**config.mk**
```make
export PLATFORM = sky130hd
export DESIGN_NAME = execUnit
export DESIGN_NICKNAME = d
export VERILOG_FILES = /design/src/common/cpuPkg.sv /design/src/design/execUnit.sv
export SDC_FILE = /design/constraint.sdc
export NUM_CORES = 1
export LEC_CHECK = 0
export BUFFER_PORTS_ARGS = -buffer_cell sky130_fd_sc_hd__buf_2
export CORE_UTILIZATION = 40
export DETAILED_ROUTE_END_ITERATION = 16
export GPL_TIMING_DRIVEN = 0
export SLEW_MARGIN = 20
export SYNTH_ARGS = -nofsm -noshare
export SYNTH_HDL_FRONTEND = slang
export SYNTH_SLANG_ARGS = --single-unit
```
**constraint.sdc**
```tcl
create_clock -name vclk -period 15.8
set_input_delay 3.16 -clock vclk [all_inputs]
set_output_delay 3.16 -clock vclk [all_outputs]
set_load 0.05 [all_outputs]
```
**src/common/cpuPkg.sv**
```systemverilog
// CPU package with word types, memory sizes, opcodes and control encodings
`default_nettype none

package cpuPkg;

	typedef logic [15:0] word_t;
	typedef logic [2:0] regIdx_t;
	typedef logic [4:0] opcode_t;

	localparam int NUM_REGS = 8;
	localparam int IMEM_WORDS = 256;
	localparam int DMEM_WORDS = 256;

	typedef logic [$clog2(IMEM_WORDS)-1:0] imemAddr_t;
	typedef logic [$clog2(DMEM_WORDS)-1:0] dmemAddr_t;

	// Written by jal and jalr
	localparam regIdx_t LINK_REG = 3'd7;

	// Major opcodes, bits 15:11
	localparam opcode_t OP_HALT = 5'b00000;
	localparam opcode_t OP_NOP = 5'b00001;
	localparam opcode_t OP_SIIC = 5'b00010;
	localparam opcode_t OP_RTI = 5'b00011;
	localparam opcode_t OP_ADDI = 5'b01000;
	localparam opcode_t OP_SUBI = 5'b01001;
	localparam opcode_t OP_XORI = 5'b01010;
	localparam opcode_t OP_ANDI = 5'b01011;
	localparam opcode_t OP_BEQZ = 5'b01100;
	localparam opcode_t OP_BNEZ = 5'b01101;
	localparam opcode_t OP_BLTZ = 5'b01110;
	localparam opcode_t OP_BGEZ = 5'b01111;
	localparam opcode_t OP_ST = 5'b10000;
	localparam opcode_t OP_LD = 5'b10001;
	localparam opcode_t OP_SLBI = 5'b10010;
	localparam opcode_t OP_STU = 5'b10011;
	localparam opcode_t OP_ROLI = 5'b10100;
	localparam opcode_t OP_SLLI = 5'b10101;
	localparam opcode_t OP_RORI = 5'b10110;
	localparam opcode_t OP_SRLI = 5'b10111;
	localparam opcode_t OP_LBI = 5'b11000;
	localparam opcode_t OP_BTR = 5'b11001;
	localparam opcode_t OP_SHIFT_RR = 5'b11010;
	localparam opcode_t OP_ALU_RR = 5'b11011;
	localparam opcode_t OP_SEQ = 5'b11100;
	localparam opcode_t OP_SLT = 5'b11101;
	localparam opcode_t OP_SLE = 5'b11110;
	localparam opcode_t OP_SCO = 5'b11111;
	localparam opcode_t OP_J = 5'b00100;
	localparam opcode_t OP_JR = 5'b00101;
	localparam opcode_t OP_JAL = 5'b00110;
	localparam opcode_t OP_JALR = 5'b00111;

	// Low two bits of each group line up with the opcode or function bits
	typedef enum logic [3:0] {
		ALU_ADD = 4'd0,
		ALU_SUB = 4'd1,
		ALU_XOR = 4'd2,
		ALU_ANDN = 4'd3,
		ALU_ROL = 4'd4,
		ALU_SLL = 4'd5,
		ALU_ROR = 4'd6,
		ALU_SRL = 4'd7,
		ALU_SEQ = 4'd8,
		ALU_SLT = 4'd9,
		ALU_SLE = 4'd10,
		ALU_SCO = 4'd11,
		ALU_BTR = 4'd12,
		ALU_LBI = 4'd13,
		ALU_SLBI = 4'd14,
		ALU_PASSB = 4'd15
	} aluOp_t;

	typedef enum logic [2:0] {
		IMM_S5,
		IMM_Z5,
		IMM_S8,
		IMM_Z8,
		IMM_S11
	} immSel_t;

	typedef enum logic [1:0] {
		DEST_4_2,
		DEST_7_5,
		DEST_10_8,
		DEST_LINK
	} destSel_t;

	typedef enum logic [1:0] {
		WB_ALU,
		WB_MEM,
		WB_PC2
	} wbSel_t;

	// Same order as the branch opcode low bits
	typedef enum logic [1:0] {
		BR_EQZ,
		BR_NEZ,
		BR_LTZ,
		BR_GEZ
	} brCond_t;

endpackage

`default_nettype wire

```
**src/design/execUnit.sv**
```systemverilog
// Execute unit with immediate extension, ALU and write-back selection
`timescale 1ns/100ps
`default_nettype none

module execUnit import cpuPkg::*; (
	input wire word_t instr,
	input wire word_t rsData,
	input wire word_t rtData,
	input wire word_t memData,
	input wire word_t pcPlus2,
	input wire aluOp_t aluOp,
	input wire immSel_t immSel,
	input wire destSel_t destSel,
	input wire wbSel_t wbSel,
	input wire logic aluSrc,
	input wire logic regWrite,
	input wire logic run,
	input wire logic halted,
	output regIdx_t rsIdx,
	output regIdx_t rtIdx,
	output regIdx_t wrIdx,
	output logic wrEn,
	output word_t wrData,
	output word_t aluOut,
	output word_t storeData
);

	word_t immExt;
	word_t opB;
	logic [3:0] shAmt;
	logic [16:0] carrySum;

	assign rsIdx = instr[10:8];
	assign rtIdx = instr[7:5];

	always_comb begin
		case (immSel)
			IMM_S5: immExt = {{11{instr[4]}}, instr[4:0]};
			IMM_Z5: immExt = {11'd0, instr[4:0]};
			IMM_S8: immExt = {{8{instr[7]}}, instr[7:0]};
			IMM_Z8: immExt = {8'd0, instr[7:0]};
			IMM_S11: immExt = {{5{instr[10]}}, instr[10:0]};
			default: immExt = '0;
		endcase
	end

	assign opB = aluSrc ? immExt : rtData;
	assign shAmt = opB[3:0];
	assign carrySum = {1'b0, rsData} + {1'b0, opB};

	always_comb begin
		case (aluOp)
			ALU_ADD: aluOut = rsData + opB;
			ALU_SUB: aluOut = opB - rsData;
			ALU_XOR: aluOut = rsData ^ opB;
			ALU_ANDN: aluOut = rsData & ~opB;
			ALU_ROL: aluOut = (rsData << shAmt) | (rsData >> (5'd16 - {1'b0, shAmt}));
			ALU_SLL: aluOut = rsData << shAmt;
			ALU_ROR: aluOut = (rsData >> shAmt) | (rsData << (5'd16 - {1'b0, shAmt}));
			ALU_SRL: aluOut = rsData >> shAmt;
			ALU_SEQ: aluOut = {15'd0, rsData == opB};
			ALU_SLT: aluOut = {15'd0, $signed(rsData) < $signed(opB)};
			ALU_SLE: aluOut = {15'd0, $signed(rsData) <= $signed(opB)};
			ALU_SCO: aluOut = {15'd0, carrySum[16]};
			ALU_BTR: aluOut = {<<{rsData}};
			ALU_LBI: aluOut = immExt;
			// Upper byte from Rs, lower byte from the zero-extended imm
			ALU_SLBI: aluOut = {rsData[7:0], 8'h00} | opB;
			ALU_PASSB: aluOut = opB;
		endcase
	end

	// Data for st and stu comes from bits 7:5
	assign storeData = rtData;

	always_comb begin
		case (destSel)
			DEST_4_2: wrIdx = instr[4:2];
			DEST_7_5: wrIdx = instr[7:5];
			DEST_10_8: wrIdx = instr[10:8];
			DEST_LINK: wrIdx = LINK_REG;
		endcase
	end

	always_comb begin
		case (wbSel)
			WB_MEM: wrData = memData;
			WB_PC2: wrData = pcPlus2;
			default: wrData = aluOut;
		endcase
	end

	assign wrEn = regWrite && run && !halted;

endmodule

`default_nettype wire

```
## Yosys cells after proc, flatten, opt, wreduce, memory -nomap -nowiden

Cells that the tools add are included.
Widths: inputs -> output; s select.

| storage, ports and cells | value |
|---|---|
| bits in registers | 0 |
| bits of input ports | 95 |
| output and inout port bits | 58 |
| word-level logic and storage cells | 52 |

| operators by class | value |
|---|---|
| add/subtract/negate cells | 4 |
| order comparisons | 2 |
| equality and inequality tests | 25 |
| shift operators | 4 |
| mux-type cells | 5 |
| bitwise gates (word level) | 6 |
| reduce and logical (&&, ||, !) cells | 6 |

Operators with widths:

| cell | number |
|---|---|
| $pmux 16 s16 | 1 |
| $pmux 16 s5 | 1 |
| $or 16x16->16 | 3 |
| $eq 4x4->1 const B | 8 |
| $pmux 16 s2 | 1 |
| $add 16x16->17 | 1 |
| $add 16x16->16 | 1 |
| $and 16x16->16 | 1 |
| $eq 16x16->1 | 1 |
| $eq 4x3->1 const B | 4 |
| $le 16x16->1 | 1 |
| $lt 16x16->1 | 1 |
| $mux 16 | 1 |
| $not 16->16 | 1 |
| $shl 16x4->16 | 1 |
| $shl 16x5->16 | 1 |
| $shr 16x4->16 | 1 |
| $shr 16x5->16 | 1 |
| $sub 16x16->16 | 1 |
| $xor 16x16->16 | 1 |
| $pmux 3 s4 | 1 |
| $eq 4x2->1 const B | 2 |
| $eq 2x2->1 const B | 3 |
| $eq 3x2->1 const B | 2 |
| 10 further kinds | 12 |

## Depth between registers and ports, before layout

| logic depth | value |
|---|---|
| depth after elaboration | 8 |
| gate-level depth with buffers | 18 |
| mapped depth without buffers | 13 |

## Least setup slack after synthesis

No wires, ideal clock.

| timing path | value |
|---|---|
| kind | input to output |
| start point | in aluSrc |
| end point | out wrData[8] |
| data arrival time | 7.124 ns |
| required time | 12.640 ns |
| path slack | 5.516 ns |
| stages on the path | 16 |
| buffers on the path | 5 |
| cells stage by stage | buf_6 > mux2i_1 > nor2_4 > inv_2 > buf_2 > buf_1 > ha_1 > clkbuf_2 > inv_1 > nor3_2 > nor2_2 > buf_4 > mux4_2 > o22a_1 > nor4_2 > a211oi_1 |

| on the way | value |
|---|---|
| longest elaborated chain between the ends | 6 |
| elaborated cells between the ends (all ways) | 16 |
| those cells by class | add/sub (3); shift (4); mux (3); bitwise (6) |

RTL lines:

| element | RTL line | RTL |
|---|---|---|
| start, declared | execUnit.sv:15 | `input wire logic aluSrc,` |
| $mux 16 * | execUnit.sv:47 | `assign opB = aluSrc ? immExt : rtData;` |
| $sub 5x4->5 | execUnit.sv:57, execUnit.sv:59 |  |
| $shl 16x5->16 / $shr 16x5->16 (equally long branches) | execUnit.sv:59, execUnit.sv:57 |  |
| $or 16x16->16 (on tied branches) | execUnit.sv:59, execUnit.sv:57 |  |
| $pmux 16 s16 * | execUnit.sv:52 | `case (aluOp)` |
| $pmux 16 s2 * | execUnit.sv:86 | `case (wbSel)` |
| end, declared | execUnit.sv:23 | `output word_t wrData,` |

Mark *: on every way between the ends. The rest lies on a longest branch, timed or not.

## Worst setup path after layout

| timing path | value |
|---|---|
| start point | in aluSrc |
| end point | out wrData[14] |

The elaborated chain is that of the path after synthesis.

==> impl_metrics.yaml <==
global_routing:
  busiest_layer: "met2"
  grt_pass1_wl_mm: 55.2
  grt_util_met3: 0.0900
  grt-ovfl-total: 0
  antenna_found_initial: 0
  grt_pass1_vias: 8506
  grt_max_degree: 12
  use_met2: 0.646
  use_met1: 0.544
  track_usage: 0.416
cells_and_area:
  sequential_cell_total: 0
  nClkBuffers: 0
  final_cell_mix: "160 x buf_2, 80 x nand2_1, 71 x a21oi_1"
  drive_gt1_frac: 0.246
  n_antenna_cell: 0
  seqCellArea_sq_um: 0
  fillers: 1762
  final_util: 0.473
  final_common_cell: "buf_2"
  design_area_sq_mm: 0.00790
  syn2layout_area_growth_pct: 14.9
  fin_nets: 1284
cts:
  ctsHoldBuffers: 0
  ctsResizeCount: 0
  cts_setup_buffers: 0
timing:
  grt_setup_unrepaired: "no"
  worstMarginPinSlew_ns: 1.19
  timing.hold.ws_ns: 6.62
  max_freq_ghz: 0.0845
  slew_viol_final: 0
  finalCritPeriodShare: 0.749
  finalCriticalPeriod_ns: 11.84
  max_slew_margin: 0.188
  fin_tns_setup_ns: 0
  hold_viol: 0
  setup_viol: 0
pwr:
  p_leak_nw: 3.32
  p_total_mw: 0.452
  vdd_drop_max_mv: 0.0343
  powerDensity_mw_per_mm2: 57.3
synthesis:
  ys_warn_count: 0
  synth_cell_types: 100
  yosysSeqAreaShare: 0
  syn_inst: 981
  syn_nets: 1135
  netlist_area_sq_mm: 0.00687
  syn-mean-instance-area_sq_um: 7.00
die:
  die_w_um: 133
  ioPinCount: 153
  start_util: 0.411
  core_sq_mm: 0.0167
  rows: 47
  die_y_um: 133
  dieArea_sq_mm: 0.0177
route:
  drc: 0
  routedWlPerCell_um: 28.3
  routed_via_density: 7.02
  ant_nets: 0
  vias: 9466
  routed_wl_mm: 38.2
  dr.pass1.iters: 5
  drtIter0Drc: 1371
worst_setup_path:
  arrival_ns: 8.68
  crit_path_end_kind: "primary output"
  crit_type: "in2out"
  cp_max_fo: 10
  startpoint_type: "primary input"
  cp_data_required_time_ns: 12.64
place:
  post_dp_cell_area_sq_mm: 0.00790
  gp_congestion: 1.03
  dp_hpwl_mm: 30.1
  numPortBuffers: 146
min_path:
  hp-class: "in2out"
run:
  cap_viol_max_count: 0
status:
  status: "complete, no violations"
## per-layer routing
| layer | up-vias | share of wire |
|---|---|---|
| met5 | - | 0 |
| met4 | 0 | 0.061 |
| met3 | 172 | 0.11 |
| met2 | 698 | 0.43 |
| met1 | 4461 | 0.40 |
| li1 | 4135 | - |
## critical path, stage by stage
cell       delay, ns
buf_6           0.12
mux2i_1         0.46
nor2_4          0.17
inv_2           0.29
buf_2           0.35
buf_1           0.61
ha_1            0.46
inv_1           0.26
clkbuf_1        0.57
clkbuf_1        0.57
a211oi_1        0.09
a32oi_1         0.40
o2bb2ai_1       0.14
nor3_1          0.60
a31oi_1         0.16
buf_2           0.24
## power by group
group          switching, mW  internal (mW)
Sequential                 0              0
Combinational          0.311          0.141
Clock                      0              0
Total                  0.311          0.141
## Yosys cell counts (8+ instances only)
cell / count / share of area
o211ai_1: 24 / 0.026
mux2i_1: 12 / 0.017
ha_1: 59 / 0.11
a21o_1: 11 / 0.012
mux4_2: 19 / 0.062
buf_4: 25 / 0.027
and3_1: 10 / 0.0091
nand2b_1: 8 / 0.0073
nor2b_1: 11 / 0.010
xor2_1: 8 / 0.010
buf_2: 14 / 0.010
a31oi_1: 22 / 0.020
inv_1: 39 / 0.021
mux2_2: 10 / 0.016
a21oi_1: 71 / 0.052
nor4_1: 11 / 0.010
and2_1: 14 / 0.013
nand3_1: 69 / 0.050
o22ai_1: 15 / 0.014
nor3_1: 31 / 0.023
nand2_1: 80 / 0.044
a2111oi_0: 14 / 0.018
nand4_1: 12 / 0.011
a22oi_1: 11 / 0.012
a221oi_1: 22 / 0.028
a211oi_1: 13 / 0.014
xnor2_1: 15 / 0.019
o21ai_0: 40 / 0.029
o21ai_1: 10 / 0.0073
o2111ai_1: 8 / 0.010
clkbuf_1: 41 / 0.022
nor2_1: 55 / 0.030
## final timing paths
check | startpoint | slack, ns | cells past startpoint | to
max | aluSrc | 3.96 | 16 | wrData[14]
min | halted | 6.62 | 3 | wrEn
## metrics by stage
step | instances | worst slack [ns]
floorplan | 981 | 5.52
global placement | 1347 | 4.05
detailed placement | 1348 | 4.18
CTS | 1348 | 4.17
global route | 1348 | 3.80
finish | 1348 | 3.96
## cell type report
class | count | area [sq um] | area share
buffer | 94 | 522 | 0.0661
inverter | 41 | 154 | 0.0195
timing repair buffer | 147 | 741 | 0.0938
multi-input combinational | 846 | 6200 | 0.786
tap | 220 | 275 | 0.0349
## cell families after synthesis
family / synth area share
AOI/OAI and AO/OA: 0.379
xor gates and xnor gates: 0.0293
adders and majority gates: 0.109
buffers and inverters: 0.0983
muxes: 0.104
and+or+nand+nor: 0.281
Note: power is estimated with default switching activity, not from simulation.
