==> config.mk <==
export PLATFORM = sky130hd
export DESIGN_NAME = regFile
export DESIGN_NICKNAME = d
export VERILOG_FILES = /design/src/common/cpuPkg.sv /design/src/design/regFile.sv
export SDC_FILE = /design/constraint.sdc
export NUM_CORES = 1
export LEC_CHECK = 0
export BUFFER_PORTS_ARGS = -buffer_cell sky130_fd_sc_hd__buf_2
export CORE_MARGIN = 2
export CORE_UTILIZATION = 44
export DETAILED_ROUTE_END_ITERATION = 8
export PLACE_DENSITY_LB_ADDON = 0.3
export SLEW_MARGIN = 10
export SYNTH_ARGS = -nofsm -noshare
export SYNTH_HDL_FRONTEND = slang
export SYNTH_SLANG_ARGS = --single-unit
==> constraint.sdc <==
create_clock -name clk -period 1.1 [get_ports clk]
set_input_delay 0.055 -clock clk [delete_from_list [all_inputs] [get_ports clk]]
set_output_delay 0.055 -clock clk [all_outputs]
set_load 0.01 [all_outputs]
==> src/common/cpuPkg.sv <==
// CPU package with word types, memory sizes, opcodes and control encodings
`default_nettype none

package cpuPkg;

	typedef logic [15:0] word_t;
	typedef logic [2:0] regIdx_t;
	typedef logic [4:0] opcode_t;

	localparam int NUM_REGS = 8;
	localparam int IMEM_WORDS = 256;
	localparam int DMEM_WORDS = 256;

	typedef logic [$clog2(IMEM_WORDS)-1:0] imemAddr_t;
	typedef logic [$clog2(DMEM_WORDS)-1:0] dmemAddr_t;

	// Written by jal and jalr
	localparam regIdx_t LINK_REG = 3'd7;

	// Major opcodes, bits 15:11
	localparam opcode_t OP_HALT = 5'b00000;
	localparam opcode_t OP_NOP = 5'b00001;
	localparam opcode_t OP_SIIC = 5'b00010;
	localparam opcode_t OP_RTI = 5'b00011;
	localparam opcode_t OP_ADDI = 5'b01000;
	localparam opcode_t OP_SUBI = 5'b01001;
	localparam opcode_t OP_XORI = 5'b01010;
	localparam opcode_t OP_ANDI = 5'b01011;
	localparam opcode_t OP_BEQZ = 5'b01100;
	localparam opcode_t OP_BNEZ = 5'b01101;
	localparam opcode_t OP_BLTZ = 5'b01110;
	localparam opcode_t OP_BGEZ = 5'b01111;
	localparam opcode_t OP_ST = 5'b10000;
	localparam opcode_t OP_LD = 5'b10001;
	localparam opcode_t OP_SLBI = 5'b10010;
	localparam opcode_t OP_STU = 5'b10011;
	localparam opcode_t OP_ROLI = 5'b10100;
	localparam opcode_t OP_SLLI = 5'b10101;
	localparam opcode_t OP_RORI = 5'b10110;
	localparam opcode_t OP_SRLI = 5'b10111;
	localparam opcode_t OP_LBI = 5'b11000;
	localparam opcode_t OP_BTR = 5'b11001;
	localparam opcode_t OP_SHIFT_RR = 5'b11010;
	localparam opcode_t OP_ALU_RR = 5'b11011;
	localparam opcode_t OP_SEQ = 5'b11100;
	localparam opcode_t OP_SLT = 5'b11101;
	localparam opcode_t OP_SLE = 5'b11110;
	localparam opcode_t OP_SCO = 5'b11111;
	localparam opcode_t OP_J = 5'b00100;
	localparam opcode_t OP_JR = 5'b00101;
	localparam opcode_t OP_JAL = 5'b00110;
	localparam opcode_t OP_JALR = 5'b00111;

	// Low two bits of each group line up with the opcode or function bits
	typedef enum logic [3:0] {
		ALU_ADD = 4'd0,
		ALU_SUB = 4'd1,
		ALU_XOR = 4'd2,
		ALU_ANDN = 4'd3,
		ALU_ROL = 4'd4,
		ALU_SLL = 4'd5,
		ALU_ROR = 4'd6,
		ALU_SRL = 4'd7,
		ALU_SEQ = 4'd8,
		ALU_SLT = 4'd9,
		ALU_SLE = 4'd10,
		ALU_SCO = 4'd11,
		ALU_BTR = 4'd12,
		ALU_LBI = 4'd13,
		ALU_SLBI = 4'd14,
		ALU_PASSB = 4'd15
	} aluOp_t;

	typedef enum logic [2:0] {
		IMM_S5,
		IMM_Z5,
		IMM_S8,
		IMM_Z8,
		IMM_S11
	} immSel_t;

	typedef enum logic [1:0] {
		DEST_4_2,
		DEST_7_5,
		DEST_10_8,
		DEST_LINK
	} destSel_t;

	typedef enum logic [1:0] {
		WB_ALU,
		WB_MEM,
		WB_PC2
	} wbSel_t;

	// Same order as the branch opcode low bits
	typedef enum logic [1:0] {
		BR_EQZ,
		BR_NEZ,
		BR_LTZ,
		BR_GEZ
	} brCond_t;

endpackage

`default_nettype wire

==> src/design/regFile.sv <==
// Register file with eight words, two combinational reads and one clocked write
`timescale 1ns/100ps
`default_nettype none

module regFile import cpuPkg::*; (
	input wire logic clk,
	input wire logic rstN,
	input wire regIdx_t rsIdx,
	input wire regIdx_t rtIdx,
	input wire regIdx_t wrIdx,
	input wire logic wrEn,
	input wire word_t wrData,
	output word_t rsData,
	output word_t rtData
);

	word_t regs [NUM_REGS];

	always_ff @(posedge clk or negedge rstN) begin
		if (!rstN) begin
			for (int i = 0; i < NUM_REGS; i++) begin
				regs[i] <= '0;
			end
		end else if (wrEn) begin
			regs[wrIdx] <= wrData;
		end
	end

	// No bypass of a write in the same cycle
	assign rsData = regs[rsIdx];
	assign rtData = regs[rtIdx];

endmodule

`default_nettype wire

Word-level counts from Yosys, hierarchy flattened
Cells that the tools add are included.
Word-level totals
  flip-flop bits (word level): 128
  bits of input ports: 28
  output and inout port bits: 32
  word-level logic and storage cells: 25
Cells by class
  order comparisons: 4
  multiplexer cells: 9
  bitwise operators: 3
  reduce and logical (&&, ||, !) cells: 1
Operators with widths (number)
  $bwmux 128: 1
  $bmux 16 s3: 2
  $mux 16: 5
  $demux 16 s3: 1
  $ge 4x4->1 const B: 3
  $not 3->4: 3
  $lt 4x1->1 const B: 1
  $logic_and 1x1->1: 1

Logic depth before layout (Yosys ltp)
Gate-level depths: netlist of run 1.
  word-level depth: 6
  depth in mapped cells: 5
  mapped depth without buffers: 2

Least setup slack after synthesis of run 1
OpenSTA, ideal clock, no wires.
  path type: input -> register
  start: input port wrIdx[1]
  end: register regs[112] in the netlist's numbering
  library setup time: 125 ps
  data arrival time: 1158 ps
  data required time: 975 ps
  path slack: -183 ps
  cell stages on the path: 4
  path buffers: 2
  cells stage by stage: buf_4 -> nor4b_4 -> buf_6 -> mux2_2
On the way
  longest elaborated chain between the ends: 6
RTL lines
  from (decl): RTL line regFile.sv:10  | input wire regIdx_t wrIdx,
  $not 3->4 (not written as such) (*): RTL line regFile.sv:25  | regs[wrIdx] <= wrData;
  $ge 4x4->1 (not written as such) or $lt 4x1->1 (tied branches): RTL line regFile.sv:25
  $logic_and 1x1->1 (not written as such): RTL line regFile.sv:25
  $mux 16 (not written as such): RTL line regFile.sv:25
  $demux 16 s3 (*): RTL line regFile.sv:25
  $bwmux 128 (*): RTL line regFile.sv:25
  to (signal, indexed assignment): RTL line regFile.sv:25
  to (decl): RTL line regFile.sv:17  | word_t regs [NUM_REGS];
Mark *: on every way between the ends. The rest lies on a longest branch, timed or not.
A chain may end at the register's enable or synchronous reset.

Worst setup path after layout of run 1
  start: register regs[1] in the netlist's numbering
  end: output port rsData[1]
On the way
  longest elaborated chain between the ends: 3
RTL lines
  $bmux 16 s3: RTL line regFile.sv:30  | assign rsData = regs[rsIdx];
  $mux 16 (not written as such) (2 in series): RTL line regFile.sv:30
  to (decl): RTL line regFile.sv:13  | output word_t rsData,
No other way between the ends. The select of a mux whose other input is x is not followed.

==> results of run 1 <==
[cells in the final DEF (no fill, tap or decap), types with 2 or more instances in the layout]
cell	count
clkbuf_16	17
buf_2	26
clkinv_2	4
mux2_4	62
clkbuf_8	7
buf_12	21
dlygate4sd3_1	16
dfrtp_1	128
clkbuf_1	2
nand4b_2	3
nor4bb_4	2
mux2_2	98
mux4_2	64
buf_6	32
buf_4	33
[cells in the mapped netlist (all sizes together)]
| library cell | instances |
|---|---|
| nor4bb | 2 |
| nand4b | 3 |
| nor4b | 1 |
| dfrtp | 128 |
| nand4 | 1 |
| and4bb | 1 |
| mux4 | 64 |
| mux2 | 160 |
| buf | 28 |
| clkbuf | 5 |
[power by group through the flow]
stage	combinational, W	clock (W)	sequential, W
CTS	0.00487	0.00557	0.00651
floorplan	0.00314	0	0.00630
global placement	0.00419	0	0.00647
finish	0.00486	0.00545	0.00653
global route	0.00519	0.00585	0.00666
detailed placement	0.00427	0	0.00657
[worst max-delay path, cell delays in order (launching register included)]
cell and delay (ns):
dfrtp_1 0.40, mux4_2 0.48, mux2_4 0.29, buf_6 0.12
[metal layers]
metal  wire, µm  share of wire [%]  GRT usage (%)
met4         92               0.58           4.49
met3        855                5.4           5.33
met2       8020                 50           33.6
met1       7000                 44           28.1
met5          0                  0              0
[cells by family (layout without fill, tap and decap cells)]
logic type / after synthesis / after routing / share of synthesized area (%)
muxes: 224 / 224 / 49.3
DFF: 128 / 128 / 45.8
buffers and inverters: 33 / 159 / 3.29
and+or+nand+nor: 8 / 8 / 1.63
[per-stage QoR]
step | hold slack (ns) | area (µm²) | instances
after floorplan | -0.241 | 7140 | 393
after global placement | -0.0235 | 7990 | 680
final | 0.0203 | 8990 | 735
after global routing | 0.0100 | 8990 | 735
after CTS | 0.000737 | 8960 | 731
after detailed placement | -0.0239 | 7990 | 680
[cell type report]
cell class | instances | area [µm²] | area share, %
multi-input cells | 232 | 3620 | 40.3
flip-flops and latches | 128 | 3200 | 35.6
repair buffers | 128 | 1320 | 14.7
clock buffers | 26 | 529 | 5.89
well taps | 216 | 270 | 3.01
clock inverters | 5 | 50.0 | 0.557
[what timing repair did]
action,CTS,global route
hold buffers,16,0
endpoints found under the hold margin,231,0
buffers inserted,4,4
endpoints found under the setup margin,32,32
pin swaps,0,0
resized for setup,33,0
[worst paths after layout]
| check | to | slack [ns] | depth (start not counted) |
|---|---|---|---|
| max | rsData[1] | -0.66 | 3 |
| min reg2reg | regs[44] | 0.52 | 1 |
| max reg2reg | regs[54] | 0.08 | 3 |
| max in group asynchronous | regs[96] | 0.46 | 3 |
| min | regs[3] | 0.02 | 2 |
| min in group asynchronous | regs[104] | 0.09 | 2 |
==> reports/results.ini, run 1 <==
[status]
status = finished, violations left
violations = setup timing

[clock_network]
clk_pin_slew_ns = 0.05
clk_latency_ns = 0.41
cts.sinks = 128
cts_made_buffers = 17
root_buffer = clkbuf_16
cts_tree = built
ctsLongestPathBuffers = 2
h-tree-depth = 4

[routing]
drt_iter0_markers = 199
wirelength_um = 16000
route.detailed.vias_per_inst = 5.58
firstDrtPassIters = 4
remaining_drc_errors = 0
final_antenna_net_count = 0
wl_per_cell_um = 21.7
vias = 4100

[sta]
rsz0062_at_grt = yes
max_slew_margin_pct = 78.1
period_share_pct = 160
worst_slack_ns = -0.660
slew_viol_final = 0
fin_skew_ns = 0
hold_viol = 0
timing.final.crit_period_ns = 1.76
setup_violations = 32
finalSetupTns_ns = -20.33
fmax_ghz = 0.568
worstMarginPinSlew_ns = 0.328

[critical_path]
startpoint = regs[1]
critPathMaxFanout = 3
cp.arrival_ns = 1.71
worstSetupPathType = flip-flop to output pin
crit_required_ns = 1.04
cp-start-kind = flip-flop
cp-end-kind = output pin
timing.rr.start = regs[54]

[placement]
dp_hpwl_um = 10100
port_buffers = 59
gp_congestion = 0.755
dp_slack_ns = -0.336

[logic_synthesis]
yosysSeqAreaShare_pct = 45.8
synth_top_area_share_pct = 45.8
synth_nets = 421
syn_area_per_cell_um2 = 17.8
synthCells = 393
yosysTopAreaCell = dfrtp_1
ys_warn_count = 0
synth_top_cells_by_area = dfrtp_1 46%, mux2_2 26%, mux4_1 21%
yosys_register_bits = 128
synth_area_mm2 = 0.00700
synth_cell_types = 15

[floorplanning]
row_count = 46
die_y_um = 130
die_w_um = 130
coreArea_mm2 = 0.0157
io_pins = 60
start_util_pct = 44.6
die_area_mm2 = 0.0169

[finish]
n_antenna_cell = 0
largest_reg_flops = 128
final_nets = 535
fillers = 1213
utilization_pct = 57.2
area_delta_synth_final_pct = 28.4
drive_gt1_share_pct = 71.9
max_flop_register = regs
top_regs = regs x128

[min_path]
min_from = wrData[3]
holdCritPathClass = primary input to flip-flop

[power_and_ir_drop]
p_per_area_mw_per_mm2 = 1870
p_int_w = 0.0126
p_clk_share_pct = 32.4
p_seq_share_pct = 38.8
power_w = 0.0168
leakagePower_nw = 3.92
power.switching_w = 0.00421
p_sw_share_pct = 25.0
ir_drop_uv = 1250
power_frac_comb_pct = 28.9

[grt]
grt.total_usage_pct = 20.6
grt_pass1_wl_um = 25800
antenna_found_initial = 0
grt_pass1_vias = 4510
grt_overflow_total = 0
grt_max_degree = 47

[job]
maxCapViolCount = 0

(Power assumes the default switching activity.)
==> run 2: changes to the inputs <==
- CORE_ASPECT_RATIO: default -> 1.75
==> reports/results.ini, run 2 (same netlist as run 1, synthesis figures left out) <==
[clock_network]
root_buffer = clkbuf_16
cts_made_buffers = 17
ctsLongestPathBuffers = 2
cts_tree = built
clk_pin_slew_ns = 0.06
h-tree-depth = 4
clk_latency_ns = 0.40
cts.sinks = 128

[critical_path]
cp.arrival_ns = 1.74
path_depth = 3
r2r_slack_ns = 0.18
timing.rr.start = regs[57]
startpoint = regs[37]
max_stage_delay_ns = 0.50
crit_chain = mux4_2, mux2_4, buf_6
crit_slowest_cell = mux4_2
r2r_end = regs[57]
critPathMaxFanout = 3
crit_family = multiplexers
cp-end-kind = output pin
crit_end = rsData[5]
crit_buf_inv = 1
crit_required_ns = 1.04
worstSetupPathType = flip-flop to output pin
cp-start-kind = flip-flop
reg2regPathDepth = 2

[finish]
area_delta_synth_final_pct = 26.8
final_nets = 533
layout_commonest_cell = dfrtp_1
drive_gt1_share_pct = 71.8
layout_common_cells = 128 x dfrtp_1, 98 x mux2_2, 64 x mux4_2, 62 x mux2_4, 33 x buf_4
final_cell_area_mm2 = 0.00888
n_antenna_cell = 0
largest_reg_flops = 128
max_flop_register = regs
top_regs = regs x128
fillers = 1244

[floorplanning]
die_area_mm2 = 0.0170
io_pins = 60
coreArea_mm2 = 0.0157
start_util_pct = 44.5
die_w_um = 99.4
die_y_um = 171
row_count = 61

[power_and_ir_drop]
ir_drop_uv = 881
leakagePower_nw = 3.86
p_per_area_mw_per_mm2 = 1860

[status]
violations = setup timing
status = finished, violations left

[sta]
hold_slack_ns = 0.0860
worst_slack_ns = -0.693
fmax_ghz = 0.558
worstMarginPinSlew_ns = 0.329
slew_viol_final = 0
period_share_pct = 163
timing.final.crit_period_ns = 1.79
hold_viol = 0
fin_skew_ns = 0
max_slew_margin_pct = 78.0
rsz0062_at_grt = yes
setup_violations = 32

[grt]
grt_pass1_wl_um = 25800
grt_max_degree = 41
antenna_found_initial = 0
grt_pass1_vias = 4710
grt_overflow_total = 0
grt.total_usage_pct = 20.2

[routing]
vias = 4128
route.detailed.vias_per_inst = 5.84
wl_per_cell_um = 22.9
remaining_drc_errors = 0
wirelength_um = 16200
final_antenna_net_count = 0
firstDrtPassIters = 4
drt_iter0_markers = 168

[placement]
port_buffers = 59
gp_congestion = 0.741
dp_hpwl_um = 10800
place_area_mm2 = 0.00794

[min_path]
holdCritPathClass = primary input to asynchronous set/reset pin

[job]
maxCapViolCount = 0

[run 2: cell count changes in the layout (fill, tap and decap cells not counted), sizes merged]
cell         delta
buf             -3
bufinv          -1
clkbuf          -7
clkinvlp        +4
dlygate4sd3     +1
inv             +5
[run 2: worst register-to-register path: stages (launching register included)]
cell and delay (ns):
dfrtp_1 0.40, buf_4 0.14, mux2_4 0.27
[run 2: per-layer routing]
| metal | track usage, % | wire length (µm) |
|---|---|---|
| met1 | 25.3 | 6720 |
| met2 | 35.7 | 8830 |
| met3 | 3.51 | 401 |
| met4 | 6.19 | 263 |
| met5 | 0 | 0 |
[run 2: worst min-delay path by stage]
stage / start / endpoint / slack, ns
floorplan: rstN / regs[0] / -0.24
global placement: rstN / regs[89] / -0.03
detailed placement: rstN / regs[89] / -0.02
CTS: rstN / regs[89] / 0.08
global route: rstN / regs[89] / 0.11
finish: rstN / regs[89] / 0.09
[run 2: final cells by class]
type | count | area, µm² | area share [%]
Clock buffer | 19 | 443 | 4.99
Clock inverter | 13 | 105 | 1.18
Multi-Input combinational cell | 232 | 3620 | 40.8
Sequential cell | 128 | 3200 | 36.1
Tap cell | 189 | 236 | 2.66
Timing Repair Buffer | 126 | 1270 | 14.3
[run 2: stage by stage]
| step | power (W) | util [%] | instances | setup TNS (ns) | setup WS (ns) |
|---|---|---|---|---|---|
| after floorplan | 0.00944 | - | 393 | -5.44 | -0.164 |
| after CTS | 0.0166 | 56.4 | 706 | -21.00 | -0.707 |
| final | 0.0165 | 56.5 | 707 | -20.39 | -0.693 |
| after global placement | 0.0106 | 50.5 | 655 | -25.35 | -0.354 |
| after global routing | 0.0172 | 56.5 | 707 | -21.76 | -0.720 |
| after detailed placement | 0.0108 | 50.5 | 655 | -28.22 | -0.368 |
[run 2: timing repair]
item	4_1_cts	5_1_grt
endpoints found under the hold margin	228	0
cloned	0	0
gates resized for setup	32	0
endpoints found under the setup margin	32	32
setup buffers	2	1
hold buffers	17	0
[run 2: power breakdown]
part | leakage (nW) | total, W | switching [W] | internal [W]
Sequential | 1.54 | 0.00655 | 0.000790 | 0.00576
Combinational | 2.07 | 0.00475 | 0.00147 | 0.00328
Clock | 0.257 | 0.00518 | 0.00220 | 0.00298
Total | 3.86 | 0.0165 | 0.00446 | 0.0120
==> run 3: changes to the inputs <==
- CORE_ASPECT_RATIO: 1.75 -> 0.75
- CORE_UTILIZATION: 44 -> 50
==> reports/results.ini, run 3 (same netlist as run 1, synthesis figures left out) <==
[power_and_ir_drop]
p_sw_share_pct = 26.1
power.switching_w = 0.00449
power_frac_comb_pct = 28.2
p_per_area_mw_per_mm2 = 1920
p_int_w = 0.0127
leakagePower_nw = 3.90
ir_drop_uv = 1180
p_clk_share_pct = 33.6
p_seq_share_pct = 38.2

[finish]
drive_gt1_share_pct = 71.9
max_flop_register = regs
top_regs = regs x128
layout_commonest_cell = dfrtp_1
area_delta_synth_final_pct = 27.8
final_cell_area_mm2 = 0.00894
final_nets = 535
n_antenna_cell = 0
fillers = 960
largest_reg_flops = 128
final_cells = 695
utilization_pct = 65.3
layout_common_cells = 128 x dfrtp_1, 98 x mux2_2, 64 x mux4_2, 62 x mux2_4, 34 x buf_4

[sta]
period_share_pct = 162
slew_viol_final = 0
max_slew_margin_pct = 73.6
setup_violations = 32
timing.final.crit_period_ns = 1.78
rsz0062_at_grt = yes
hold_viol = 0
fin_skew_ns = 0
worstMarginPinSlew_ns = 0.396
worst_slack_ns = -0.679
fmax_ghz = 0.562

[routing]
vias = 4158
wirelength_um = 16400
final_antenna_net_count = 0
route.detailed.vias_per_inst = 5.98
remaining_drc_errors = 0
drt_iter0_markers = 222
wl_per_cell_um = 23.6
firstDrtPassIters = 4

[grt]
grt-busiest-layer = met2
grt_max_degree = 41
grt_pass1_wl_um = 26500
grt_pass1_vias = 4576
antenna_found_initial = 0
grtUsageMet2_pct = 37.2
use_met3_pct = 4.91
met1_usage_pct = 33.7
grt_overflow_total = 0
grt.total_usage_pct = 23.9

[clock_network]
clk_latency_ns = 0.41
cts_made_buffers = 17
h-tree-depth = 4
cts.sinks = 128
clk_pin_slew_ns = 0.06
root_buffer = clkbuf_16
cts_tree = built
ctsLongestPathBuffers = 2

[critical_path]
cp-start-kind = flip-flop
crit_required_ns = 1.04
crit_family = multiplexers
cp.arrival_ns = 1.72
critPathMaxFanout = 3
timing.rr.start = regs[57]
crit_chain = mux4_2, mux2_4, buf_6
cp-end-kind = output pin
crit_buf_inv = 1
reg2regPathDepth = 3
r2r_end = regs[57]
max_stage_delay_ns = 0.49
r2r_slack_ns = 0.08
worstSetupPathType = flip-flop to output pin
crit_slowest_cell = mux4_2

[placement]
dp_hpwl_um = 10400
gp_congestion = 0.780
place_area_mm2 = 0.00789
dpl.cell_count = 636
dp_slack_ns = -0.370
port_buffers = 59

[min_path]
holdCritPathClass = primary input to asynchronous set/reset pin

[floorplanning]
io_pins = 60
die_w_um = 141
die_area_mm2 = 0.0150
die_y_um = 106
row_count = 37
coreArea_mm2 = 0.0137
start_util_pct = 51.1

[job]
maxCapViolCount = 0

[status]
status = finished, violations left
violations = setup timing

==> run 3: what timing repair did <==
action | 4_1_cts | 5_1_grt
endpoints found under the hold margin | 233 | 0
setup endpoints to repair | 32 | 32
buffers inserted | 5 | 5
hold buffers | 17 | 0
gates resized for setup | 32 | 0
==> run 3: metal layers <==
layer,vias to the layer above,part of all wire (%)
met2,85,48
met5,-,0
met4,0,1.9
met3,30,3.4
li1,1788,-
met1,2255,47
==> run 3: stage by stage <==
stage          total power, W  hold WS, ns  setup TNS (ns)
2_1_floorplan         0.00944       -0.241           -5.44
4_1_cts                0.0173        0.102          -21.06
6_report               0.0172        0.106          -20.78
5_1_grt                0.0180        0.118          -22.12
3_3_place_gp           0.0106     -0.00421          -22.93
3_5_place_dp           0.0108      0.00221          -25.43
==> run 3: worst reg2reg max path, stage by stage (launching register included) <==
cell	delay, ns
dfrtp_1	0.39
buf_4	0.14
buf_4	0.12
mux2_4	0.26
==> run 3: final cells by class <==
| cell class | count | area [µm²] | share of cell area [%] |
|---|---|---|---|
| clock buffer | 19 | 443 | 4.95 |
| clock inverter | 13 | 164 | 1.83 |
| multi-input combinational | 232 | 3620 | 40.5 |
| sequential | 128 | 3200 | 35.8 |
| tap | 175 | 219 | 2.45 |
| timing repair buffer | 128 | 1300 | 14.5 |
==> run 3: worst max path at each step <==
stage / from / endpoint / slack (ns) / cells after the start
finish: regs[36] / rtData[4] / -0.68 / 3
detailed placement: rtIdx[0] / rtData[12] / -0.37 / 5
floorplan: wrIdx[1] / regs[112] / -0.16 / 4
global placement: rtIdx[0] / rtData[10] / -0.34 / 5
global route: regs[36] / rtData[4] / -0.73 / 3
CTS: regs[36] / rtData[4] / -0.69 / 3
==> run 3: power groups by stage <==
stage                     clock network, W  logic, W  registers, W
after floorplan                          0   0.00314       0.00630
after global placement                   0   0.00411       0.00650
after detailed placement                 0   0.00423       0.00659
after CTS                          0.00585   0.00485       0.00655
after global routing               0.00611   0.00516       0.00669
final                              0.00578   0.00486       0.00657
