## config.mk

```make
export PLATFORM = sky130hd
export DESIGN_NAME = instrDecoder
export DESIGN_NICKNAME = d
export VERILOG_FILES = /design/src/common/cpuPkg.sv /design/src/decode/instrDecoder.sv
export SDC_FILE = /design/constraint.sdc
export NUM_CORES = 1
export LEC_CHECK = 0
export CORE_AREA = 2 2 39 41
export DETAILED_ROUTE_END_ITERATION = 6
export DIE_AREA = 0 0 41 43
export DONT_BUFFER_PORTS = 1
export PLACE_DENSITY_LB_ADDON = 0.2
export SYNTH_ARGS = -nofsm -noshare
export SYNTH_HDL_FRONTEND = slang
export SYNTH_SLANG_ARGS = --single-unit
```

## constraint.sdc

```tcl
create_clock -name vclk -period 1.5
set_input_delay 0.3 -clock vclk [all_inputs]
set_output_delay 0.3 -clock vclk [all_outputs]
set_load 0.01 [all_outputs]
```

## src/common/cpuPkg.sv

```systemverilog
// CPU package with word types, memory sizes, opcodes and control encodings
`default_nettype none

package cpuPkg;

	typedef logic [15:0] word_t;
	typedef logic [2:0] regIdx_t;
	typedef logic [4:0] opcode_t;

	localparam int NUM_REGS = 8;
	localparam int IMEM_WORDS = 256;
	localparam int DMEM_WORDS = 256;

	typedef logic [$clog2(IMEM_WORDS)-1:0] imemAddr_t;
	typedef logic [$clog2(DMEM_WORDS)-1:0] dmemAddr_t;

	// Written by jal and jalr
	localparam regIdx_t LINK_REG = 3'd7;

	// Major opcodes, bits 15:11
	localparam opcode_t OP_HALT = 5'b00000;
	localparam opcode_t OP_NOP = 5'b00001;
	localparam opcode_t OP_SIIC = 5'b00010;
	localparam opcode_t OP_RTI = 5'b00011;
	localparam opcode_t OP_ADDI = 5'b01000;
	localparam opcode_t OP_SUBI = 5'b01001;
	localparam opcode_t OP_XORI = 5'b01010;
	localparam opcode_t OP_ANDI = 5'b01011;
	localparam opcode_t OP_BEQZ = 5'b01100;
	localparam opcode_t OP_BNEZ = 5'b01101;
	localparam opcode_t OP_BLTZ = 5'b01110;
	localparam opcode_t OP_BGEZ = 5'b01111;
	localparam opcode_t OP_ST = 5'b10000;
	localparam opcode_t OP_LD = 5'b10001;
	localparam opcode_t OP_SLBI = 5'b10010;
	localparam opcode_t OP_STU = 5'b10011;
	localparam opcode_t OP_ROLI = 5'b10100;
	localparam opcode_t OP_SLLI = 5'b10101;
	localparam opcode_t OP_RORI = 5'b10110;
	localparam opcode_t OP_SRLI = 5'b10111;
	localparam opcode_t OP_LBI = 5'b11000;
	localparam opcode_t OP_BTR = 5'b11001;
	localparam opcode_t OP_SHIFT_RR = 5'b11010;
	localparam opcode_t OP_ALU_RR = 5'b11011;
	localparam opcode_t OP_SEQ = 5'b11100;
	localparam opcode_t OP_SLT = 5'b11101;
	localparam opcode_t OP_SLE = 5'b11110;
	localparam opcode_t OP_SCO = 5'b11111;
	localparam opcode_t OP_J = 5'b00100;
	localparam opcode_t OP_JR = 5'b00101;
	localparam opcode_t OP_JAL = 5'b00110;
	localparam opcode_t OP_JALR = 5'b00111;

	// Low two bits of each group line up with the opcode or function bits
	typedef enum logic [3:0] {
		ALU_ADD = 4'd0,
		ALU_SUB = 4'd1,
		ALU_XOR = 4'd2,
		ALU_ANDN = 4'd3,
		ALU_ROL = 4'd4,
		ALU_SLL = 4'd5,
		ALU_ROR = 4'd6,
		ALU_SRL = 4'd7,
		ALU_SEQ = 4'd8,
		ALU_SLT = 4'd9,
		ALU_SLE = 4'd10,
		ALU_SCO = 4'd11,
		ALU_BTR = 4'd12,
		ALU_LBI = 4'd13,
		ALU_SLBI = 4'd14,
		ALU_PASSB = 4'd15
	} aluOp_t;

	typedef enum logic [2:0] {
		IMM_S5,
		IMM_Z5,
		IMM_S8,
		IMM_Z8,
		IMM_S11
	} immSel_t;

	typedef enum logic [1:0] {
		DEST_4_2,
		DEST_7_5,
		DEST_10_8,
		DEST_LINK
	} destSel_t;

	typedef enum logic [1:0] {
		WB_ALU,
		WB_MEM,
		WB_PC2
	} wbSel_t;

	// Same order as the branch opcode low bits
	typedef enum logic [1:0] {
		BR_EQZ,
		BR_NEZ,
		BR_LTZ,
		BR_GEZ
	} brCond_t;

endpackage

`default_nettype wire

```

## src/decode/instrDecoder.sv

```systemverilog
// Instruction decoder turning the major opcode into control levels
`timescale 1ns/100ps
`default_nettype none

module instrDecoder import cpuPkg::*; (
	input wire word_t instr,
	output aluOp_t aluOp,
	output immSel_t immSel,
	output destSel_t destSel,
	output wbSel_t wbSel,
	output brCond_t brCond,
	output logic aluSrc,
	output logic regWrite,
	output logic memRead,
	output logic memWrite,
	output logic branch,
	output logic jump,
	output logic jumpReg,
	output logic halt
);

	opcode_t opcode;

	assign opcode = instr[15:11];

	always_comb begin
		aluOp = ALU_PASSB;
		immSel = IMM_S5;
		destSel = DEST_4_2;
		wbSel = WB_ALU;
		brCond = BR_EQZ;
		aluSrc = 1'b0;
		regWrite = 1'b0;
		memRead = 1'b0;
		memWrite = 1'b0;
		branch = 1'b0;
		jump = 1'b0;
		jumpReg = 1'b0;
		halt = 1'b0;

		case (opcode)
			OP_HALT: halt = 1'b1;
			// siic and rti behave as nop here
			OP_NOP, OP_SIIC, OP_RTI: ;
			OP_ADDI, OP_SUBI: begin
				aluOp = aluOp_t'({2'b00, opcode[1:0]});
				aluSrc = 1'b1;
				destSel = DEST_7_5;
				regWrite = 1'b1;
			end
			OP_XORI, OP_ANDI: begin
				aluOp = aluOp_t'({2'b00, opcode[1:0]});
				aluSrc = 1'b1;
				immSel = IMM_Z5;
				destSel = DEST_7_5;
				regWrite = 1'b1;
			end
			OP_ROLI, OP_SLLI, OP_RORI, OP_SRLI: begin
				aluOp = aluOp_t'({2'b01, opcode[1:0]});
				aluSrc = 1'b1;
				immSel = IMM_Z5;
				destSel = DEST_7_5;
				regWrite = 1'b1;
			end
			OP_ST: begin
				aluOp = ALU_ADD;
				aluSrc = 1'b1;
				memWrite = 1'b1;
			end
			OP_LD: begin
				aluOp = ALU_ADD;
				aluSrc = 1'b1;
				memRead = 1'b1;
				wbSel = WB_MEM;
				destSel = DEST_7_5;
				regWrite = 1'b1;
			end
			// Store with base update
			OP_STU: begin
				aluOp = ALU_ADD;
				aluSrc = 1'b1;
				memWrite = 1'b1;
				destSel = DEST_10_8;
				regWrite = 1'b1;
			end
			OP_BTR: begin
				aluOp = ALU_BTR;
				regWrite = 1'b1;
			end
			OP_ALU_RR: begin
				aluOp = aluOp_t'({2'b00, instr[1:0]});
				regWrite = 1'b1;
			end
			OP_SHIFT_RR: begin
				aluOp = aluOp_t'({2'b01, instr[1:0]});
				regWrite = 1'b1;
			end
			OP_SEQ, OP_SLT, OP_SLE, OP_SCO: begin
				aluOp = aluOp_t'({2'b10, opcode[1:0]});
				regWrite = 1'b1;
			end
			OP_BEQZ, OP_BNEZ, OP_BLTZ, OP_BGEZ: begin
				branch = 1'b1;
				brCond = brCond_t'(opcode[1:0]);
				immSel = IMM_S8;
			end
			OP_LBI: begin
				aluOp = ALU_LBI;
				aluSrc = 1'b1;
				immSel = IMM_S8;
				destSel = DEST_10_8;
				regWrite = 1'b1;
			end
			OP_SLBI: begin
				aluOp = ALU_SLBI;
				aluSrc = 1'b1;
				immSel = IMM_Z8;
				destSel = DEST_10_8;
				regWrite = 1'b1;
			end
			OP_J: begin
				jump = 1'b1;
				immSel = IMM_S11;
			end
			OP_JAL: begin
				jump = 1'b1;
				immSel = IMM_S11;
				destSel = DEST_LINK;
				wbSel = WB_PC2;
				regWrite = 1'b1;
			end
			// Target is Rs plus imm, computed by the ALU
			OP_JR: begin
				jumpReg = 1'b1;
				aluOp = ALU_ADD;
				aluSrc = 1'b1;
				immSel = IMM_S8;
			end
			OP_JALR: begin
				jumpReg = 1'b1;
				aluOp = ALU_ADD;
				aluSrc = 1'b1;
				immSel = IMM_S8;
				destSel = DEST_LINK;
				wbSel = WB_PC2;
				regWrite = 1'b1;
			end
			default: ;
		endcase
	end

endmodule

`default_nettype wire

```

# Word level (Yosys, flattened, before mapping)
# Index checks and enable logic that the tools add are counted.
# W data, S select, Z words.
[word_totals] regBits=0 in_bits=16 out_inout_bits=21 word_cells=57
[classes] n_eq_ne=28 mux=13 reduce_logical=16
[op_table] op="$eq A5 B5 Y1 const B" count=16
[op_table] op="$eq A5 B4 Y1 const B" count=8
[op_table] op="$pmux W4 S9" count=1
[op_table] op="$reduce_or A21 Y1" count=1
[op_table] op="$eq A5 B3 Y1 const B" count=4
[op_table] op="$reduce_or A4 Y1" count=4
[op_table] op="$reduce_or A15 Y1" count=1
[op_table] op="$pmux W3 S4" count=1
[op_table] op="$reduce_or A9 Y1" count=1
[op_table] op="$mux W1" count=8
[op_table] op="$reduce_or A2 Y1" count=4
[op_table] op="$reduce_or A7 Y1" count=1
[op_table] op="$pmux W2 S3" count=1
[op_table] op="$reduce_or A6 Y1" count=1
[op_table] op="$logic_not A5 Y1" count=1
[op_table] op="$reduce_or A5 Y1" count=1
[op_table] op="$pmux W2 S2" count=1
[op_table] op="$reduce_or A3 Y1" count=1
[op_table] op="$mux W2" count=1

# Longest topological paths before layout
# Gate-level depths: netlist of run 1.
[depth] ltp_word=3 depth_mapped=5 mapped_depth_nobuf=3

# Worst setup path after synthesis of run 1
# Ideal clock, no wire load.
[synth_timing] path_type="input-to-output" start="in instr[15]" end="out wbSel[0]" t_arrival_ns=1.141 required_ns=1.200 setup_slack_ns=0.059 stages=5 n_path_buf=3 cell_sequence="buf_6 -> buf_6 -> nand3b_1 -> nor3_1 -> buf_4"
[synth_via] elab_chain_cells=3 elab_cells_between_ends=5 cone_classes="eq/ne: 3; mux: 1; reduce/logical: 1"
[synth_lines] item="from (decl)" line_no="instrDecoder.sv:6" rtl="input wire word_t instr,"
[synth_lines] item="$eq A5 B3 Y1" line_no="instrDecoder.sv:41" rtl="case (opcode)"
[synth_lines] item="$reduce_or A2 Y1 (no source line)"
[synth_lines] item="$pmux W2 S2 (*)" line_no="instrDecoder.sv:41"
[synth_lines] item="to (decl)" line_no="instrDecoder.sv:10" rtl="output wbSel_t wbSel,"
# Every way passes the cells marked *; elsewhere a longest branch is shown, timed or not.

# Final worst setup path of run 1
[layout_timing] start="in instr[14]" end="out destSel[1]"
[layout_via] elab_chain_cells=3 elab_cells_between_ends=18 cone_classes="eq/ne: 14; mux: 1; reduce/logical: 3"
[layout_lines] item="$eq A5 B5 Y1, or another cell as far along" line_no="instrDecoder.sv:41"
[layout_lines] item="$reduce_or A9 Y1 (no source line), or another cell as far along"
[layout_lines] item="$pmux W2 S3 (*)" line_no="instrDecoder.sv:41"
[layout_lines] item="to (decl)" line_no="instrDecoder.sv:9" rtl="output destSel_t destSel,"
# Marked as above.

==> flow_summary.toml, run 1 <==
[sta]
finalWorstSetupSlack_ns = 0.236
finalCriticalPeriod_ns = 1.26
setup_tns_ns = 0
fmax_mhz = 791
fin_crit_sh_pct = 84.2
tightest_slew_ns = 0.449
max_slew_margin_pct = 69.9
rsz0062_at_grt = "false"
hold_violations = 0
finalSetupViolations = 0
hold_ws_ns = 0.654
finalMaxSlewViolations = 0

[synth]
synth.distinct_cells = 34
synth_nets = 85
syn_area_sq_um = 495
yosysSeqAreaShare_pct = 0
synthCells = 69
postSynthAreaPerCell_sq_um = 7.18
yosysWarnings = 0

[drt]
drt_iter0_markers = 4
vias_per_cell = 5.79
drc = 0
first_pass_iters = 2
wl_per_cell_um = 14.3
vias = 446
drtAntennaViolNets = 0
wl_um = 1100

[job]
cap_violations = 0

[power]
cellLeakagePower_uw = 0.000148
finalPower_uw = 103
power_density_mw_per_mm2 = 245
vdd_drop_max_mv = 0.0774

[placement]
gp_congestion = 0.664
dp_hpwl_um = 783
io_buffers = 0
preCtsSetupSlack_ns = 0.240

[floorplan]
die-area_sq_mm = 0.00176
ios = 37
core-area_sq_mm = 0.00138
initial_core_util_pct = 35.8
num_rows = 14
die_w_um = 41
dieHeight_um = 43

[grt]
grt_pass1_vias = 372
grt_usage_pct = 13.3
grt_pass1_wl_um = 1770
antenna_found_initial = 0
grt_overflow_total = 0
grt_max_degree = 22

[finish]
area.growth.synth_to_final_pct = -14.6
multi_input_area_sq_um = 392
utilization_pct = 30.6
ff_latch_area_sq_um = 0
fill_cells = 154
flops_and_latches = 0
drive_gt1_share_pct = 18.0
antenna_cells = 0
fin_nets = 79
nClkBuffers = 0

[critical_path]
crit_fanout = 21
critical_path_class = "input port to output pin"
cp.required_ns = 1.20
worstPathArrival_ns = 0.96
start_kind = "input port"
end_kind = "output pin"

[clock_tree]
cts_resized = 0
postCtsSetupRepairBufs = 0
hold_buffers = 0

[hold_path]
min_path_type = "input port to output pin"

[status]
run_status = "finished, final reports clean"
==> cell usage after synthesis (2+ instances only) <==
cell	count	area, sq um
a21o_1	2	15.0
a21oi_1	4	20.0
buf_6	7	78.8
nand2_1	6	22.5
nand2b_1	5	31.3
nor2_1	8	30.0
nor2_4	2	22.5
nor3_1	4	20.0
o21ai_0	3	15.0
o32ai_1	2	17.5
o32ai_2	2	32.5
or2b_1	2	15.0
==> layout make-up <==
cell class,instances,share of cell area [%]
inverters,1,0.888
multi-input cells,59,92.6
well taps,16,4.73
repair buffers,1,1.78
==> path summary, 6_finish.rpt <==
| kind | start | to | slack (ns) | cells past startpoint |
|---|---|---|---|---|
| min | instr[11] | immSel[2] | 0.65 | 1 |
| max | instr[14] | destSel[1] | 0.24 | 3 |
==> where the power goes <==
group | switching (uW) | total [uW] | internal, uW | leakage [uW]
Clock | 0 | 0 | 0 | 0
Sequential | 0 | 0 | 0 | 0
Combinational | 56.9 | 103 | 46.5 | 0.000148
==> metrics by stage <==
stage	instance area, sq um	instances
5_1_grt	423	77
2_1_floorplan	495	69
3_3_place_gp	423	77
6_report	423	77
3_5_place_dp	423	77
4_1_cts	423	77
==> cell families after synthesis <==
family | share of synthesized area, %
simple gates | 46.0
xor+xnor | 1.77
buf+inv | 21.0
compound gates | 31.3
==> cells in the final DEF, fill, tap and decap left out, types with 2 or more instances in the layout <==
cell type  count
o32ai_2        2
nor2_1         8
a21o_1         2
a21oi_1        4
o21ai_0        3
nor2_4         2
nand2b_1       5
nand2_1        6
or2b_1         2
o32ai_1        2
nor3_1         4
==> metal layers <==
layer	wire (um)	up-vias	GRT usage [%]
met2	465	15	17.8
met4	0	0	0
met5	0	-	0
met1	550	198	23.1
li1	-	233	-
met3	88	0	1.57
==> critical path, stage by stage <==
cell and delay [ns]:
nand2b_1 0.13, a21boi_1 0.13, o32ai_1 0.40
No activity file was read; power rests on OpenSTA's default activity.
==> run 2: changes to the inputs <==
--- a/config.mk
+++ b/config.mk
@@ -5,6 +5,7 @@
 export SDC_FILE = /design/constraint.sdc
 export NUM_CORES = 1
 export LEC_CHECK = 0
+export ABC_AREA = 1
 export CORE_AREA = 2 2 39 41
 export DETAILED_ROUTE_END_ITERATION = 6
 export DIE_AREA = 0 0 41 43
==> constraint.sdc (replaced) <==
create_clock -name vclk -period 1.3
set_input_delay 0.26 -clock vclk [all_inputs]
set_output_delay 0.26 -clock vclk [all_outputs]
set_load 0.01 [all_outputs]
==> flow_summary.toml, run 2 <==
[synth]
synth_fa_ha_area_share_pct = 0
yosysMostFrequentCell = "nand2_1"
syn_area_sq_um = 453
synth_compound_area_share_pct = 4.70
synthCells = 93
synthTopCellsByCount = "22 x nand2_1, 21 x nor2_1, 17 x nand3_1, 10 x inv_1, 4 x nand4_1"
yosysTopAreaCell = "nand3_1"
synth_top_family_by_area = "simple AND/OR/NAND/NOR gates"
synth_top_cells_by_area = "nand3_1 19%, nand2_1 18%, nor2_1 17%"
synthDominantCellAreaShare_pct = 18.8
yosysWarnings = 0
synthMuxAreaShare_pct = 0
synth-simple-area-share_pct = 70.4
synth_nets = 109
yosysSeqAreaShare_pct = 0
postSynthAreaPerCell_sq_um = 4.87
synthXorXnorAreaFrac_pct = 0
synth.distinct_cells = 18

[grt]
antenna_found_initial = 0
grt_max_degree = 21
grt.busiest_layer = "met1"
grt_pass1_vias = 440
grt_overflow_total = 0
grt_usage_pct = 15.0
grt_use_met3_pct = 2.09
gr-usage-met2_pct = 22.2
grt_pass1_wl_um = 1950
met1_usage_pct = 23.7

[finish]
ff_latch_area_sq_um = 0
stdcell_area_sq_um = 450
final_cell_mix = "22 x nand2_1, 17 x nor2_1, 17 x nand3_1, 10 x inv_1"
drive_gt1_share_pct = 14.3
fin_nets = 109
flops_and_latches = 0
antenna_cells = 0
final_common_cell = "nand2_1"
area.growth.synth_to_final_pct = -0.552
nClkBuffers = 0

[critical_path]
slowest_stage = "o21ai_0"
crit_fanout = 8
path_delay_family = "simple AND/OR/NAND/NOR gates"
cp.required_ns = 1.04
critical_path_class = "input port to output pin"
start_kind = "input port"
crit_buf_inv = 1
slowest_delay_ns = 0.29
cp_common_cell = "nand3_1"
end_kind = "output pin"
startpoint = "instr[13]"
path_cells = "inv_1 -> nand3_1 -> o21ai_0 -> nor2_1 -> nand3_1"
worstPathArrival_ns = 0.95

[drt]
drtAntennaViolNets = 0
wl_um = 1300
first_pass_iters = 4
wl_per_cell_um = 12.1
drt_iter0_markers = 12
vias_per_cell = 5.32
drc = 0
vias = 569

[sta]
hold_violations = 0
setup_tns_ns = 0
rsz0062_at_grt = "false"
finalSetupViolations = 0
hold_ws_ns = 0.569
max_slew_margin_pct = 75.1
fin_crit_sh_pct = 92.7
fmax_mhz = 829
finalCriticalPeriod_ns = 1.21
finalMaxSlewViolations = 0
tightest_slew_ns = 0.370

[placement]
io_buffers = 0
dp_hpwl_um = 1020
post_dp_cell_area_sq_um = 435
gp_congestion = 0.815

[hold_path]
min-delay-start = "instr[11]"
min_path_type = "input port to output pin"

[floorplan]
dieHeight_um = 43
die-area_sq_mm = 0.00176
ios = 37
core-area_sq_mm = 0.00138
initial_core_util_pct = 32.7
num_rows = 14
die_w_um = 41

[power]
cellLeakagePower_uw = 0.000251
vdd_drop_max_mv = 0.0925
power_density_mw_per_mm2 = 279

[clock_tree]
postCtsSetupRepairBufs = 0

[job]
cap_violations = 0

[status]
run_status = "finished, final reports clean"
## run 2: metrics by stage
stage                     power (uW)  cells  utilization (%)  setup WS (ns)
final                            126    107             32.5         0.0943
after detailed placement         122    107             31.5         0.0829
after floorplan                  132     93                -         0.0502
after global routing             142    107             32.5         0.0203
after CTS                        123    107             31.5         0.0755
after global placement           122    107             31.5         0.0860
## run 2: timing repair
action,CTS,global route
gates resized for setup,0,5
setup endpoints to repair,0,5
hold buffers,0,0
## run 2: logic make-up after synthesis
| group | Yosys count |
|---|---|
| compound gates | 4 |
| buf+inv | 18 |
| simple gates | 71 |
## run 2: area by class of cell
| type | count | area (sq um) |
|---|---|---|
| fill | 183 | 933 |
| inverter | 12 | 45.0 |
| multi-input combinational | 75 | 355 |
| tap | 16 | 20.0 |
| timing repair buffer | 4 | 30.0 |
## run 2: report_power, final
part	total [uW]	switching (uW)	internal, uW	leakage [uW]
Combinational	126	87.2	38.4	0.000251
Sequential	0	0	0	0
Clock	0	0	0	0
## run 2: path summary, 6_finish.rpt
kind | slack [ns] | end | cells past startpoint
setup / recovery | 0.09 | regWrite | 5
hold / removal | 0.57 | jump | 1
## run 2: routing by layer
layer | up-vias | wire length, um | part of all wire [%]
met2 | 22 | 561 | 43
met1 | 253 | 634 | 49
met4 | 0 | 0 | 0
li1 | 294 | - | -
met5 | - | 0 | 0
met3 | 0 | 103 | 7.9
==> run 3: changes to the inputs <==
--- a/config.mk
+++ b/config.mk
@@ -10,6 +10,7 @@
 export DETAILED_ROUTE_END_ITERATION = 6
 export DIE_AREA = 0 0 41 43
 export DONT_BUFFER_PORTS = 1
+export GPL_TIMING_DRIVEN = 0
 export PLACE_DENSITY_LB_ADDON = 0.2
 export SYNTH_ARGS = -nofsm -noshare
 export SYNTH_HDL_FRONTEND = slang
==> constraint.sdc (replaced) <==
create_clock -name vclk -period 1.56
set_input_delay 0.312 -clock vclk [all_inputs]
set_output_delay 0.312 -clock vclk [all_outputs]
set_load 0.01 [all_outputs]
==> flow_summary.toml, run 3 (same netlist as run 2, synthesis figures left out) <==
[sta]
setup_tns_ns = 0
hold_violations = 0
rsz0062_at_grt = "true"
finalWorstSetupSlack_ns = 0.0869
fmax_mhz = 679
finalMaxSlewViolations = 0
tightest_slew_ns = 0.510
finalCriticalPeriod_ns = 1.47
fin_crit_sh_pct = 94.4
finalSetupViolations = 0
max_slew_margin_pct = 65.7

[floorplan]
die-area_sq_mm = 0.00176
initial_core_util_pct = 32.7
ios = 37
num_rows = 14
core-area_sq_mm = 0.00138
die_w_um = 41
dieHeight_um = 43

[finish]
antenna_cells = 0
area.growth.synth_to_final_pct = 6.63
utilization_pct = 34.9
drive_gt1_share_pct = 16.1
nClkBuffers = 0
stdcell_area_sq_um = 483
multi_input_area_sq_um = 350
final_cell_mix = "22 x nand2_1, 17 x nor2_1, 17 x nand3_1, 10 x inv_1, 5 x nor2_2"
fill_cells = 160
fin_nets = 111
final_common_cell = "nand2_1"
ff_latch_area_sq_um = 0
flops_and_latches = 0

[drt]
wl_per_cell_um = 12.2
drt_iter0_markers = 29
first_pass_iters = 4
vias_per_cell = 5.73
drtAntennaViolNets = 0
wl_um = 1330
vias = 625
drc = 0

[status]
run_status = "finished, final reports clean"

[critical_path]
crit_fanout = 10
startpoint = "instr[11]"
worstPathArrival_ns = 1.16
slowest_stage = "nand4_1"
cp_num_cells = 6
slowest_delay_ns = 0.19
path_delay_family = "simple AND/OR/NAND/NOR gates"
start_kind = "input port"
cp.required_ns = 1.25
path_cells = "buf_4 -> inv_1 -> nand2_1 -> nor2_1 -> nor2_2 -> nand4_1"
critical_path_class = "input port to output pin"
crit_buf_inv = 2
end_kind = "output pin"

[job]
cap_violations = 0

[placement]
preCtsSetupSlack_ns = 0.0598
gp_congestion = 0.866
post_dp_cell_area_sq_um = 473
io_buffers = 0
dp_hpwl_um = 1050

[hold_path]
min_path_cells = 1
min-delay-start = "instr[14]"
min_path_type = "input port to output pin"

[power]
cellLeakagePower_uw = 0.000268
finalPower_uw = 132
vdd_drop_max_mv = 0.0961
power_density_mw_per_mm2 = 273

[grt]
grt_usage_pct = 15.1
grt_max_degree = 11
grt_overflow_total = 0
grt_pass1_wl_um = 1990
antenna_found_initial = 0
grt_pass1_vias = 443
-- run 3: through the flow --
step / cells / hold WS (ns)
2_1_floorplan: 93 / 0.677
3_3_place_gp: 109 / 0.681
3_5_place_dp: 109 / 0.684
4_1_cts: 109 / 0.684
5_1_grt: 109 / 0.685
6_report: 109 / 0.682
-- run 3: cell type report --
cell class	instances	share of cell area (%)
well taps	16	4.15
multi-input cells	75	72.5
inverters	12	9.33
plain buffers	6	14.0
-- run 3: metal layers --
metal  track usage, %  wire length (um)  vias to the layer above  share of wire, %
met3                0               132                        0               9.9
met4                0                 0                        0                 0
met5                0                 0                        -                 0
met1             24.4               586                      282                44
met2             23.1               609                       40                46
li1                 -                 -                      303                 -
-- run 3: worst paths after layout --
| check | endpoint | slack, ns |
|---|---|---|
| worst max-delay path | aluOp[2] | 0.09 |
| worst min-delay path | halt | 0.68 |
-- run 3: where the power goes --
part	total, uW	internal, uW	switching (uW)
registers	0	0	0
clock network	0	0	0
logic	132	40.7	91.2
-- run 3: timing repair --
item,4_1_cts,5_1_grt
endpoints found under the setup margin,0,3
gates resized for setup,0,4
hold buffers,0,0
buffers inserted,0,0
